--- config.mk ---
export PLATFORM = sky130hd
export DESIGN_NAME = controlUnit
export DESIGN_NICKNAME = d
export VERILOG_FILES = /design/src/ctrlPkg.sv /design/src/instDecoder.sv /design/src/forwardUnit.sv /design/src/hazardUnit.sv /design/src/stageTracker.sv /design/src/controlUnit.sv
export VERILOG_INCLUDE_DIRS = /design/src
export SDC_FILE = /design/constraint.sdc
export NUM_CORES = 1
export LEC_CHECK = 0
export BUFFER_PORTS_ARGS = -buffer_cell sky130_fd_sc_hd__buf_2
export CAP_MARGIN = 5
export CORE_ASPECT_RATIO = 0.8
export CORE_UTILIZATION = 50
export DETAILED_ROUTE_END_ITERATION = 6
export HOLD_SLACK_MARGIN = 0.02
export PLACE_DENSITY_LB_ADDON = 0.05
export REMOVE_ABC_BUFFERS = 1
export SYNTH_ARGS = -nofsm -noshare
export SYNTH_HDL_FRONTEND = slang
export SYNTH_SLANG_ARGS = --single-unit
--- constraint.sdc ---
create_clock -name clk -period 3.9 [get_ports clk]
set_input_delay 0.39 -clock clk [delete_from_list [all_inputs] [get_ports clk]]
set_output_delay 0.39 -clock clk [all_outputs]
set_load 0.02 [all_outputs]
--- src/ctrl_defs.svh ---
// Control unit shared constants
`ifndef CTRL_DEFS_SVH
`define CTRL_DEFS_SVH

// RV64I major opcodes
`define OP_REG     7'b0110011 // R-type 64-bit
`define OP_REGW    7'b0111011 // R-type 32-bit
`define OP_IMM     7'b0010011 // I-type 64-bit
`define OP_IMMW    7'b0011011 // I-type 32-bit
`define OP_BRANCH  7'b1100011
`define OP_LOAD    7'b0000011
`define OP_STORE   7'b0100011
`define OP_FENCE   7'b0001111 // Decoded as NOP
`define OP_SYSTEM  7'b1110011 // ECALL, EBREAK as NOP
`define OP_LUI     7'b0110111
`define OP_AUIPC   7'b0010111
`define OP_JAL     7'b1101111
`define OP_JALR    7'b1100111

// Field widths
`define REG_ADDR_W 5
`define ALUC_W     4
`define IMM_TYPE_W 3
`define B_TYPE_W   3

// ALU operation codes, 4'hA and 4'hC unused
`define ALU_ADD    4'h0
`define ALU_SUB    4'h1
`define ALU_AND    4'h2
`define ALU_OR     4'h3
`define ALU_XOR    4'h4
`define ALU_SLL    4'h5
`define ALU_SRL    4'h6
`define ALU_SRA    4'h7
`define ALU_ADDW   4'h8
`define ALU_SUBW   4'h9
`define ALU_LUI    4'hB
`define ALU_SLLW   4'hD
`define ALU_SRLW   4'hE
`define ALU_SRAW   4'hF

`endif

--- src/ctrlPkg.sv ---
// Control unit types
`default_nettype none

`include "ctrl_defs.svh"

package ctrlPkg;

    // Instruction word in decode, R-type field layout
    typedef struct packed {
        logic [6:0]               funct7;
        logic [`REG_ADDR_W-1:0]   rs2;
        logic [`REG_ADDR_W-1:0]   rs1;
        logic [2:0]               funct3;
        logic [`REG_ADDR_W-1:0]   rd;
        logic [6:0]               opcode;
    } instFieldsT;

    // EXE result mux select
    typedef enum logic [1:0] {
        RSEL_ALU     = 2'd0,
        RSEL_COMPARE = 2'd1, // SLT family
        RSEL_LINK    = 2'd2  // PC + 4 for JAL/JALR
    } rSelT;

    // Operand forwarding mux select in decode
    typedef enum logic [1:0] {
        FWD_REGFILE  = 2'd0,
        FWD_EXE_ALU  = 2'd1,
        FWD_MEM_ALU  = 2'd2,
        FWD_MEM_LOAD = 2'd3
    } fwdSelT;

    // Decode control bundle, 19 bits
    typedef struct packed {
        logic                     aSel;       // 1 selects PC
        logic                     bSel;       // 1 selects immediate
        logic [`ALUC_W-1:0]       aluc;
        rSelT                     rSel;
        logic                     wmem;       // Store enable
        logic                     m2reg;      // Write back from memory
        logic                     wreg;       // Register file write enable
        logic [`IMM_TYPE_W-1:0]   immType;
        logic [`B_TYPE_W-1:0]     bType;      // {isBranch, funct3[2], funct3[0]}
        logic                     isJal;      // JAL or JALR
        logic                     signedComp;
    } idCtrlT;

    // Hazard relevant state of one stage behind decode, 11 bits
    typedef struct packed {
        logic [`REG_ADDR_W-1:0]   rd;
        logic                     wreg;
        logic                     m2reg;
        logic [`B_TYPE_W-1:0]     bType;
        logic                     isJal;
    } stageCtrlT;

endpackage

`default_nettype wire

--- src/instDecoder.sv ---
// Instruction decoder
`default_nettype none

`include "ctrl_defs.svh"

module instDecoder (
    input  ctrlPkg::instFieldsT inst,
    output ctrlPkg::idCtrlT     ctrl,
    output logic                rs1Used,
    output logic                rs2Used
);

    logic isBranch; // MSB of bType
    logic isCompare; // SLT, SLTU, SLTI, SLTIU

    // 64-bit ALU op from funct3, subSel and sraSel from funct7[5]
    function automatic logic [`ALUC_W-1:0] baseAluc(
        input logic [2:0] funct3,
        input logic       subSel,
        input logic       sraSel
    );
        logic [`ALUC_W-1:0] op;
        case (funct3)
            3'b000:  op = subSel ? `ALU_SUB : `ALU_ADD;
            3'b111:  op = `ALU_AND;
            3'b110:  op = `ALU_OR;
            3'b100:  op = `ALU_XOR;
            3'b001:  op = `ALU_SLL;
            3'b101:  op = sraSel ? `ALU_SRA : `ALU_SRL;
            default: op = `ALU_ADD; // Compares, ALU result unused
        endcase
        return op;
    endfunction

    // 32-bit ALU op, W variants
    function automatic logic [`ALUC_W-1:0] wordAluc(
        input logic [2:0] funct3,
        input logic       subSel,
        input logic       sraSel
    );
        logic [`ALUC_W-1:0] op;
        case (funct3)
            3'b000:  op = subSel ? `ALU_SUBW : `ALU_ADDW;
            3'b001:  op = `ALU_SLLW;
            3'b101:  op = sraSel ? `ALU_SRAW : `ALU_SRLW;
            default: op = `ALU_ADDW; // Reserved encodings
        endcase
        return op;
    endfunction

    assign isCompare = (inst.funct3[2:1] == 2'b01);

    always_comb begin
        ctrl     = '0; // NOP unless decoded below
        isBranch = 1'b0;
        rs1Used  = 1'b0;
        rs2Used  = 1'b0;
        case (inst.opcode)
            `OP_REG: begin
                ctrl.aluc       = baseAluc(inst.funct3, inst.funct7[5], inst.funct7[5]);
                ctrl.rSel       = isCompare ? ctrlPkg::RSEL_COMPARE : ctrlPkg::RSEL_ALU;
                ctrl.signedComp = isCompare & ~inst.funct3[0]; // SLT signed, SLTU not
                ctrl.wreg       = 1'b1;
                rs1Used         = 1'b1;
                rs2Used         = 1'b1;
            end
            `OP_REGW: begin
                ctrl.aluc = wordAluc(inst.funct3, inst.funct7[5], inst.funct7[5]);
                ctrl.wreg = 1'b1;
                rs1Used   = 1'b1;
                rs2Used   = 1'b1;
            end
            `OP_IMM: begin
                // No SUBI, funct7 only meaningful for shifts
                ctrl.aluc       = baseAluc(inst.funct3, 1'b0, inst.funct7[5]);
                ctrl.rSel       = isCompare ? ctrlPkg::RSEL_COMPARE : ctrlPkg::RSEL_ALU;
                ctrl.signedComp = isCompare & ~inst.funct3[0];
                ctrl.bSel       = 1'b1;
                ctrl.wreg       = 1'b1;
                ctrl.immType    = 3'h0; // I-type
                rs1Used         = 1'b1;
            end
            `OP_IMMW: begin
                ctrl.aluc    = wordAluc(inst.funct3, 1'b0, inst.funct7[5]);
                ctrl.bSel    = 1'b1; // Immediate operand
                ctrl.wreg    = 1'b1;
                ctrl.immType = 3'h0; // I-type
                rs1Used      = 1'b1;
            end
            `OP_BRANCH: begin
                ctrl.aSel       = 1'b1; // Target = PC + imm
                ctrl.bSel       = 1'b1;
                ctrl.aluc       = `ALU_ADD;
                ctrl.immType    = 3'h2; // B-type
                ctrl.signedComp = inst.funct3[2] & ~inst.funct3[1]; // BLT, BGE
                isBranch        = 1'b1;
                rs1Used         = 1'b1;
                rs2Used         = 1'b1;
            end
            `OP_LOAD: begin
                ctrl.bSel    = 1'b1; // Address = rs1 + imm
                ctrl.aluc    = `ALU_ADD;
                ctrl.m2reg   = 1'b1;
                ctrl.wreg    = 1'b1;
                ctrl.immType = 3'h0;
                rs1Used      = 1'b1;
            end
            `OP_STORE: begin
                ctrl.bSel    = 1'b1;
                ctrl.aluc    = `ALU_ADD;
                ctrl.wmem    = 1'b1;
                ctrl.immType = 3'h1;
                rs1Used      = 1'b1;
                rs2Used      = 1'b1; // Store data
            end
            `OP_LUI: begin
                ctrl.bSel    = 1'b1;
                ctrl.aluc    = `ALU_LUI; // Pass immediate
                ctrl.wreg    = 1'b1;
                ctrl.immType = 3'h3; // U-type
            end
            `OP_AUIPC: begin
                ctrl.aSel    = 1'b1;
                ctrl.bSel    = 1'b1;
                ctrl.aluc    = `ALU_ADD;
                ctrl.wreg    = 1'b1;
                ctrl.immType = 3'h3;
            end
            `OP_JAL: begin
                ctrl.aSel    = 1'b1;
                ctrl.bSel    = 1'b1;
                ctrl.aluc    = `ALU_ADD;
                ctrl.rSel    = ctrlPkg::RSEL_LINK;
                ctrl.wreg    = 1'b1;
                ctrl.immType = 3'h4; // J-type
                ctrl.isJal   = 1'b1;
            end
            `OP_JALR: begin
                ctrl.bSel    = 1'b1; // Target = rs1 + imm
                ctrl.aluc    = `ALU_ADD;
                ctrl.rSel    = ctrlPkg::RSEL_LINK;
                ctrl.wreg    = 1'b1;
                ctrl.immType = 3'h0;
                ctrl.isJal   = 1'b1;
                rs1Used      = 1'b1;
            end
            // FENCE and SYSTEM fall to the NOP defaults with unknown opcodes
            default: begin
                ctrl = '0;
            end
        endcase
        // Low bits follow funct3 for every opcode, only the MSB marks a branch
        ctrl.bType = {isBranch, inst.funct3[2], inst.funct3[0]};
    end

endmodule

`default_nettype wire

--- src/forwardUnit.sv ---
// Operand forwarding select
`default_nettype none

module forwardUnit (
    input  ctrlPkg::instFieldsT inst,
    input  ctrlPkg::stageCtrlT  exStage,
    input  ctrlPkg::stageCtrlT  memStage,
    output ctrlPkg::fwdSelT     qaSel,
    output ctrlPkg::fwdSelT     qbSel
);

    // Select for one source register, EXE has priority over MEM
    function automatic ctrlPkg::fwdSelT pickSrc(
        input logic [4:0]         src,
        input ctrlPkg::stageCtrlT ex,
        input ctrlPkg::stageCtrlT mem
    );
        ctrlPkg::fwdSelT sel;
        logic            exHit;
        logic            memHit;
        // x0 is never forwarded
        exHit  = ex.wreg & (ex.rd != '0) & (ex.rd == src) & ~ex.m2reg; // Load data not ready
        memHit = mem.wreg & (mem.rd != '0) & (mem.rd == src);
        if (exHit) begin
            sel = ctrlPkg::FWD_EXE_ALU;
        end else if (memHit) begin
            sel = mem.m2reg ? ctrlPkg::FWD_MEM_LOAD : ctrlPkg::FWD_MEM_ALU;
        end else begin
            sel = ctrlPkg::FWD_REGFILE;
        end
        return sel;
    endfunction

    assign qaSel = pickSrc(inst.rs1, exStage, memStage); // Operand a
    assign qbSel = pickSrc(inst.rs2, exStage, memStage); // Operand b

endmodule

`default_nettype wire

--- src/hazardUnit.sv ---
// Load-use stall and control redirect
`default_nettype none

module hazardUnit (
    input  ctrlPkg::instFieldsT inst,
    input  ctrlPkg::idCtrlT     rawCtrl,
    input  logic                rs1Used,
    input  logic                rs2Used,
    input  ctrlPkg::stageCtrlT  exStage,
    input  logic                eq,       // EXE comparator a == b
    input  logic                lt,       // EXE comparator a < b
    output ctrlPkg::idCtrlT     ctrl,
    output logic                stall,
    output logic                redirect
);

    logic srcHit;   // EXE rd matches a used source
    logic taken;    // Branch in EXE resolves taken

    assign srcHit = (rs1Used & (exStage.rd == inst.rs1))
                  | (rs2Used & (exStage.rd == inst.rs2));

    // Squashed loads have wreg cleared, so they never stall
    assign stall = exStage.wreg & exStage.m2reg & (exStage.rd != '0) & srcHit;

    always_comb begin
        case (exStage.bType)
            3'b100:  taken = eq;  // BEQ
            3'b101:  taken = ~eq; // BNE
            3'b110:  taken = lt;  // BLT, BLTU
            3'b111:  taken = ~lt; // BGE, BGEU
            default: taken = 1'b0; // Not a branch
        endcase
    end

    assign redirect = exStage.isJal | taken; // Jumps always redirect

    always_comb begin
        ctrl = rawCtrl;
        if (stall | redirect) begin
            // Kill side effects, instruction becomes a bubble in EXE
            ctrl.wreg = 1'b0;
            ctrl.wmem = 1'b0;
        end
    end

endmodule

`default_nettype wire

--- src/stageTracker.sv ---
// EXE and MEM control pipeline registers
`default_nettype none

`include "ctrl_defs.svh"

module stageTracker (
    input  logic                   clk,
    input  logic                   rstN,
    input  logic [`REG_ADDR_W-1:0] rd,       // Destination of decode instruction
    input  ctrlPkg::idCtrlT        idCtrl,   // Already masked by hazard unit
    input  logic                   squash,   // Stall or redirect this cycle
    output ctrlPkg::stageCtrlT     exStage,
    output ctrlPkg::stageCtrlT     memStage
);

    ctrlPkg::stageCtrlT nextEx; // Decode fields entering EXE

    always_comb begin
        nextEx.rd    = rd;
        nextEx.wreg  = idCtrl.wreg;
        nextEx.m2reg = idCtrl.m2reg;
        // Squashed branch or jump must not redirect from EXE
        nextEx.bType = squash ? '0 : idCtrl.bType;
        nextEx.isJal = squash ? 1'b0 : idCtrl.isJal;
    end

    always_ff @(posedge clk) begin
        if (!rstN) begin
            exStage  <= '0; // Bubbles
            memStage <= '0;
        end else begin
            exStage  <= nextEx;
            memStage <= exStage; // Advance one stage
        end
    end

endmodule

`default_nettype wire

--- src/controlUnit.sv ---
// Decode stage control unit
`default_nettype none

module controlUnit (
    input  logic                clk,
    input  logic                rstN,
    input  ctrlPkg::instFieldsT inst,      // Instruction in decode
    input  logic                eq,        // EXE comparator flags
    input  logic                lt,
    output ctrlPkg::idCtrlT     idCtrl,
    output ctrlPkg::fwdSelT     qaSel,
    output ctrlPkg::fwdSelT     qbSel,
    output logic                pcStall,
    output logic                ifidStall,
    output logic                redirect   // PC to target, decode becomes NOP
);

    ctrlPkg::idCtrlT    rawCtrl;  // Decoder output before hazard masking
    ctrlPkg::stageCtrlT exStage;
    ctrlPkg::stageCtrlT memStage;
    logic               rs1Used;
    logic               rs2Used;
    logic               stall;    // Load-use

    instDecoder uDecoder (
        .inst    (inst),
        .ctrl    (rawCtrl),
        .rs1Used (rs1Used),
        .rs2Used (rs2Used)
    );

    forwardUnit uForward (
        .inst     (inst),
        .exStage  (exStage),
        .memStage (memStage),
        .qaSel    (qaSel),
        .qbSel    (qbSel)
    );

    hazardUnit uHazard (
        .inst     (inst),
        .rawCtrl  (rawCtrl),
        .rs1Used  (rs1Used),
        .rs2Used  (rs2Used),
        .exStage  (exStage),
        .eq       (eq),
        .lt       (lt),
        .ctrl     (idCtrl),
        .stall    (stall),
        .redirect (redirect)
    );

    stageTracker uTracker (
        .clk      (clk),
        .rstN     (rstN),
        .rd       (inst.rd),
        .idCtrl   (idCtrl),
        .squash   (stall | redirect),
        .exStage  (exStage),
        .memStage (memStage)
    );

    // PC and IF/ID hold together
    assign pcStall   = stall;
    assign ifidStall = stall;

endmodule

`default_nettype wire

Word-level counts from Yosys, hierarchy flattened
Cells that the tools add are included.
{ "totals": {"regBits": 18, "latch_bits": 0, "mem_bits_rw": 0, "rom_bits": 0, "inputBits": 36, "output_inout_bits": 26, "n_memories": 0} }
{ "op_classes": {"n_addsub": 0, "multipliers": 0, "div": 0, "magnitude_cmp": 0, "eq_ne": 25, "shifts": 0, "muxes": 30, "n_bitwise": 24, "reduce_logical": 12} }
{ "op_table": {"columns": ["cell", "count"], "rows": [
  ["4-bit one-hot mux with 5 select lines", 2],
  ["7-bit by 6-bit == test with 1-bit output (second input constant)", 4],
  ["3-bit == test (second input constant)", 8],
  ["4-bit one-hot mux with 6 select lines", 1],
  ["7-bit by 5-bit == test with 1-bit output (second input constant)", 3],
  ["7-bit == test (second input constant)", 3],
  ["5-bit == test", 4],
  ["9-bit OR reduction", 2],
  ["1-bit 2-to-1 mux", 17],
  ["1-bit AND", 15],
  ["3-bit one-hot mux with 4 select lines", 1],
  ["4-bit one-hot mux with 3 select lines", 1],
  ["5-bit nonzero test", 2],
  ["2-bit 2-to-1 mux", 4],
  ["4-bit one-hot mux with 2 select lines", 1],
  ["2-bit OR reduction", 4],
  ["8-bit OR reduction", 1],
  ["7-bit by 2-bit == test with 1-bit output (second input constant)", 1],
  ["1-bit inverter", 6],
  ["1-bit one-hot mux with 4 select lines", 1],
  ["2-bit one-hot mux with 2 select lines", 1],
  ["4-bit OR reduction", 1],
  ["3-bit by 1-bit == test with 1-bit output (second input constant)", 1],
  ["3-bit zero test", 1],
  ["other kinds (4)", 6]
]} }

Longest topological paths before layout
{ "depth": {"word_depth": 8, "ltp_mapped": 6, "ltp_nobuf": 5} }

Modules after synthesis
From an unflattened synthesis, not the netlist that was laid out.
{ "unflattened": {"cells_unflattened": 200, "area_unflattened_um2": 1677.9} }
{ "by_module_without_submodules": {"columns": ["mod", "n_inst", "cells_each", "area_each_um2", "seq_area_each_um2"], "rows": [
  ["stageTracker", 1, 46, 600.6, 440.4],
  ["instDecoder", 1, 71, 445.4, 0.0],
  ["hazardUnit", 1, 42, 314.1, 0.0],
  ["forwardUnit", 1, 39, 304.0, 0.0],
  ["controlUnit", 1, 2, 13.8, 0.0]
]} }

Least setup slack after synthesis
Ideal clock, no wire load.
{ "synth_path": {"kind": "in2out", "start": "input inst[2] (netlist bit)", "end": "output idCtrl[10] (netlist bit)", "arrival_ns": 1.931, "slack_ns": 1.579, "cell_stages": 5, "path_buffers": 1, "cell_sequence": "clkbuf_1 -> nand2b_1 -> a211o_1 -> o31ai_1 -> nor2_1"} }
{ "synth_rtl": {"columns": ["item", "line", "rtl"], "rows": [
  ["start, declared", "controlUnit.sv:7", "input ctrlPkg::instFieldsT inst,"],
  ["end, declared", "controlUnit.sv:10", "output ctrlPkg::idCtrlT idCtrl,"]
]} }

==> results.yml <==
outcome:
  status: "finished, final reports clean"
global_routing:
  grt_max_degree: 20
  antenna_found_initial: 0
  met1_usage: 0.306
  grt-busiest-layer: "met2"
  grt_pass1_vias: 976
  grtUsageMet2: 0.341
  grt_pass1_wl_um: 4490
  grtUsageMet3: 0.0514
  grt_usage: 0.216
  gr-total-overflow: 0
clocking:
  post-cts-setup-buffer-count: 0
  cts_tree: "built"
  numCtsBuffers: 3
  cts_htree_levels: 1
  cts_hold_buf: 0
  clock-sinks: 18
  cts_buffer_depth: 2
  clk_pin_slew_ns: 0.08
  root_buffer: "clkbuf_4"
  clk_latency_ns: 0.29
  ctsResizeCount: 0
yosys:
  ys.flop_type: "dfxtp_1"
  avgSynthCellArea_um2: 8.10
  ys_warn_count: 0
  yosysSeqAreaShare: 0.276
  yosys.area.top_type: "dfxtp_1"
  synth.top_cell.area_share: 0.276
  yosys-top-cells-area: "dfxtp_1 28%, xnor2_1 8.1%, and2_1 6.7%"
  synth_edf_count: 0
  ys_async_sr_fraction: 0
  syn_area_um2: 1300
  syn_inst: 161
  synth-seq-cells: 18
  synthDistinctLibCells: 42
drt:
  dr.pass1.iters: 5
  drt_iter0_drc: 44
  via_per_inst: 5.22
  drt_wl_total_um: 2990
  ant_nets: 0
  remaining_drc_errors: 0
  vias: 1274
  wire_per_inst_um: 12.2
sta:
  fin_crit_ns: 2.45
  setup_tns_ns: 0
  setup_viol: 0
  drv_slew: 0
  min_period_over_period: 0.628
  worstMarginPinSlew_ns: 0.481
  maxSlewHeadroom: 0.677
  rsz0062_at_grt: "no"
  finClkSkew_ns: 0.0100
  whs_ns: 0.309
  hold_violations: 0
  fmax_mhz: 408
  setup_slack_ns: 1.45
final_layout:
  antenna_cells: 0
  layout-drive-gt1-share: 0.317
  fin_nets: 246
  final_cell_mix: "55 x buf_2, 18 x dfxtp_1, 16 x nor2_1"
  fillCellCount: 242
  final_common_cell: "buf_2"
  areaGrowthSynthToFinish_pct: 21.4
floorplan:
  start_util: 0.529
  ioPinCount: 62
  core-area_um2: 2460
  die_h_um: 47.7
  row_count: 16
  die_x_um: 59.1
  dieArea_um2: 2820
placed_design:
  post-dp-hpwl_um: 2470
  portBuffers: 55
  preCtsSetupSlack_ns: 1.50
  place.gp.congestion: 0.883
power:
  peakVddDrop_v: 0.000189
  leakagePower_nw: 0.751
  p_per_area_nw_per_um2: 237
worst_hold_path:
  min_path_type: "input pin to register"
setup_path:
  start_kind: "register"
  path_class: "register to output port"
  crit_fanout: 5
  end_kind: "output port"
  required_ns: 3.51
  critPathArrivalTime_ns: 2.06
run:
  maxCapViolations: 0
==> final timing paths <==
kind              cells after the start                    to           startpoint  slack, ns
setup reg to reg                      5   uTracker.exStage[1]  uTracker.exStage[7]       2.15
hold reg to reg                       1  uTracker.memStage[9]  uTracker.exStage[9]       0.53
hold / removal                        2  uTracker.exStage[10]             inst[11]       0.31
setup / recovery                      6             idCtrl[8]  uTracker.exStage[7]       1.45
==> report_power, final <==
group          internal, W  switching, W
registers         0.000190    0.00000761
logic            0.0000409     0.0000500
clock network    0.0000358     0.0000512
==> state kept, by name, indices dropped and copies added (netlist names) <==
signal / flops
uTracker.memStage: 7
uTracker.exStage: 11
==> metrics by stage <==
step | instance area, um^2 | cells | total power [W] | util
2_1_floorplan | 1240 | 150 | 0.000250 | -
3_3_place_gp | 1560 | 241 | 0.000289 | 0.634
4_1_cts | 1580 | 244 | 0.000377 | 0.643
3_5_place_dp | 1560 | 241 | 0.000292 | 0.634
5_1_grt | 1580 | 244 | 0.000396 | 0.643
6_report | 1580 | 244 | 0.000376 | 0.643
==> cell usage after synthesis (2+ instances only) <==
cell and number:
xnor2_1 12, o21bai_1 2, nand2_1 8, nand2b_1 2, inv_1 4, a21o_1 2, nor2b_1 5, clkbuf_1 5
nor2_1 16, nor3_1 7, o21ai_0 3, nor4_1 6, xor2_1 9, a21oi_1 8, nand3_1 8, o32a_1 2
and2_1 14, dfxtp_1 18, and3_1 2, buf_4 6
==> routing by layer <==
layer / vias up / share of wire
met5: - / 0
met4: 0 / 0
met3: 0 / 0.050
met2: 49 / 0.46
met1: 566 / 0.49
li1: 659 / -
==> layout make-up <==
type                    count  area, um^2  area share
clock buffers               3        22.5      0.0142
multi-input cells         128         865       0.546
inverters                   4        15.0     0.00949
well taps                  36        45.0      0.0285
flip-flops and latches     18         360       0.228
repair buffers             55         275       0.174
==> worst max-delay path, stage by stage (launching register included) <==
cell and delay, ns:
dfxtp_1 0.51, xnor2_1 0.19, nand3_1 0.13, or4b_4 0.56, o31ai_2 0.15, nor2_1 0.07
buf_2 0.17
==> cell families after synthesis <==
kind of cell | count (synthesis) | share of synthesized area
buffers and inverters | 15 | 0.0605
AOI/OAI and AO/OA | 27 | 0.161
DFF | 18 | 0.276
muxes | 1 | 0.00768
and+or+nand+nor | 79 | 0.353
xor gates and xnor gates | 21 | 0.141
(Power assumes the default switching activity.)
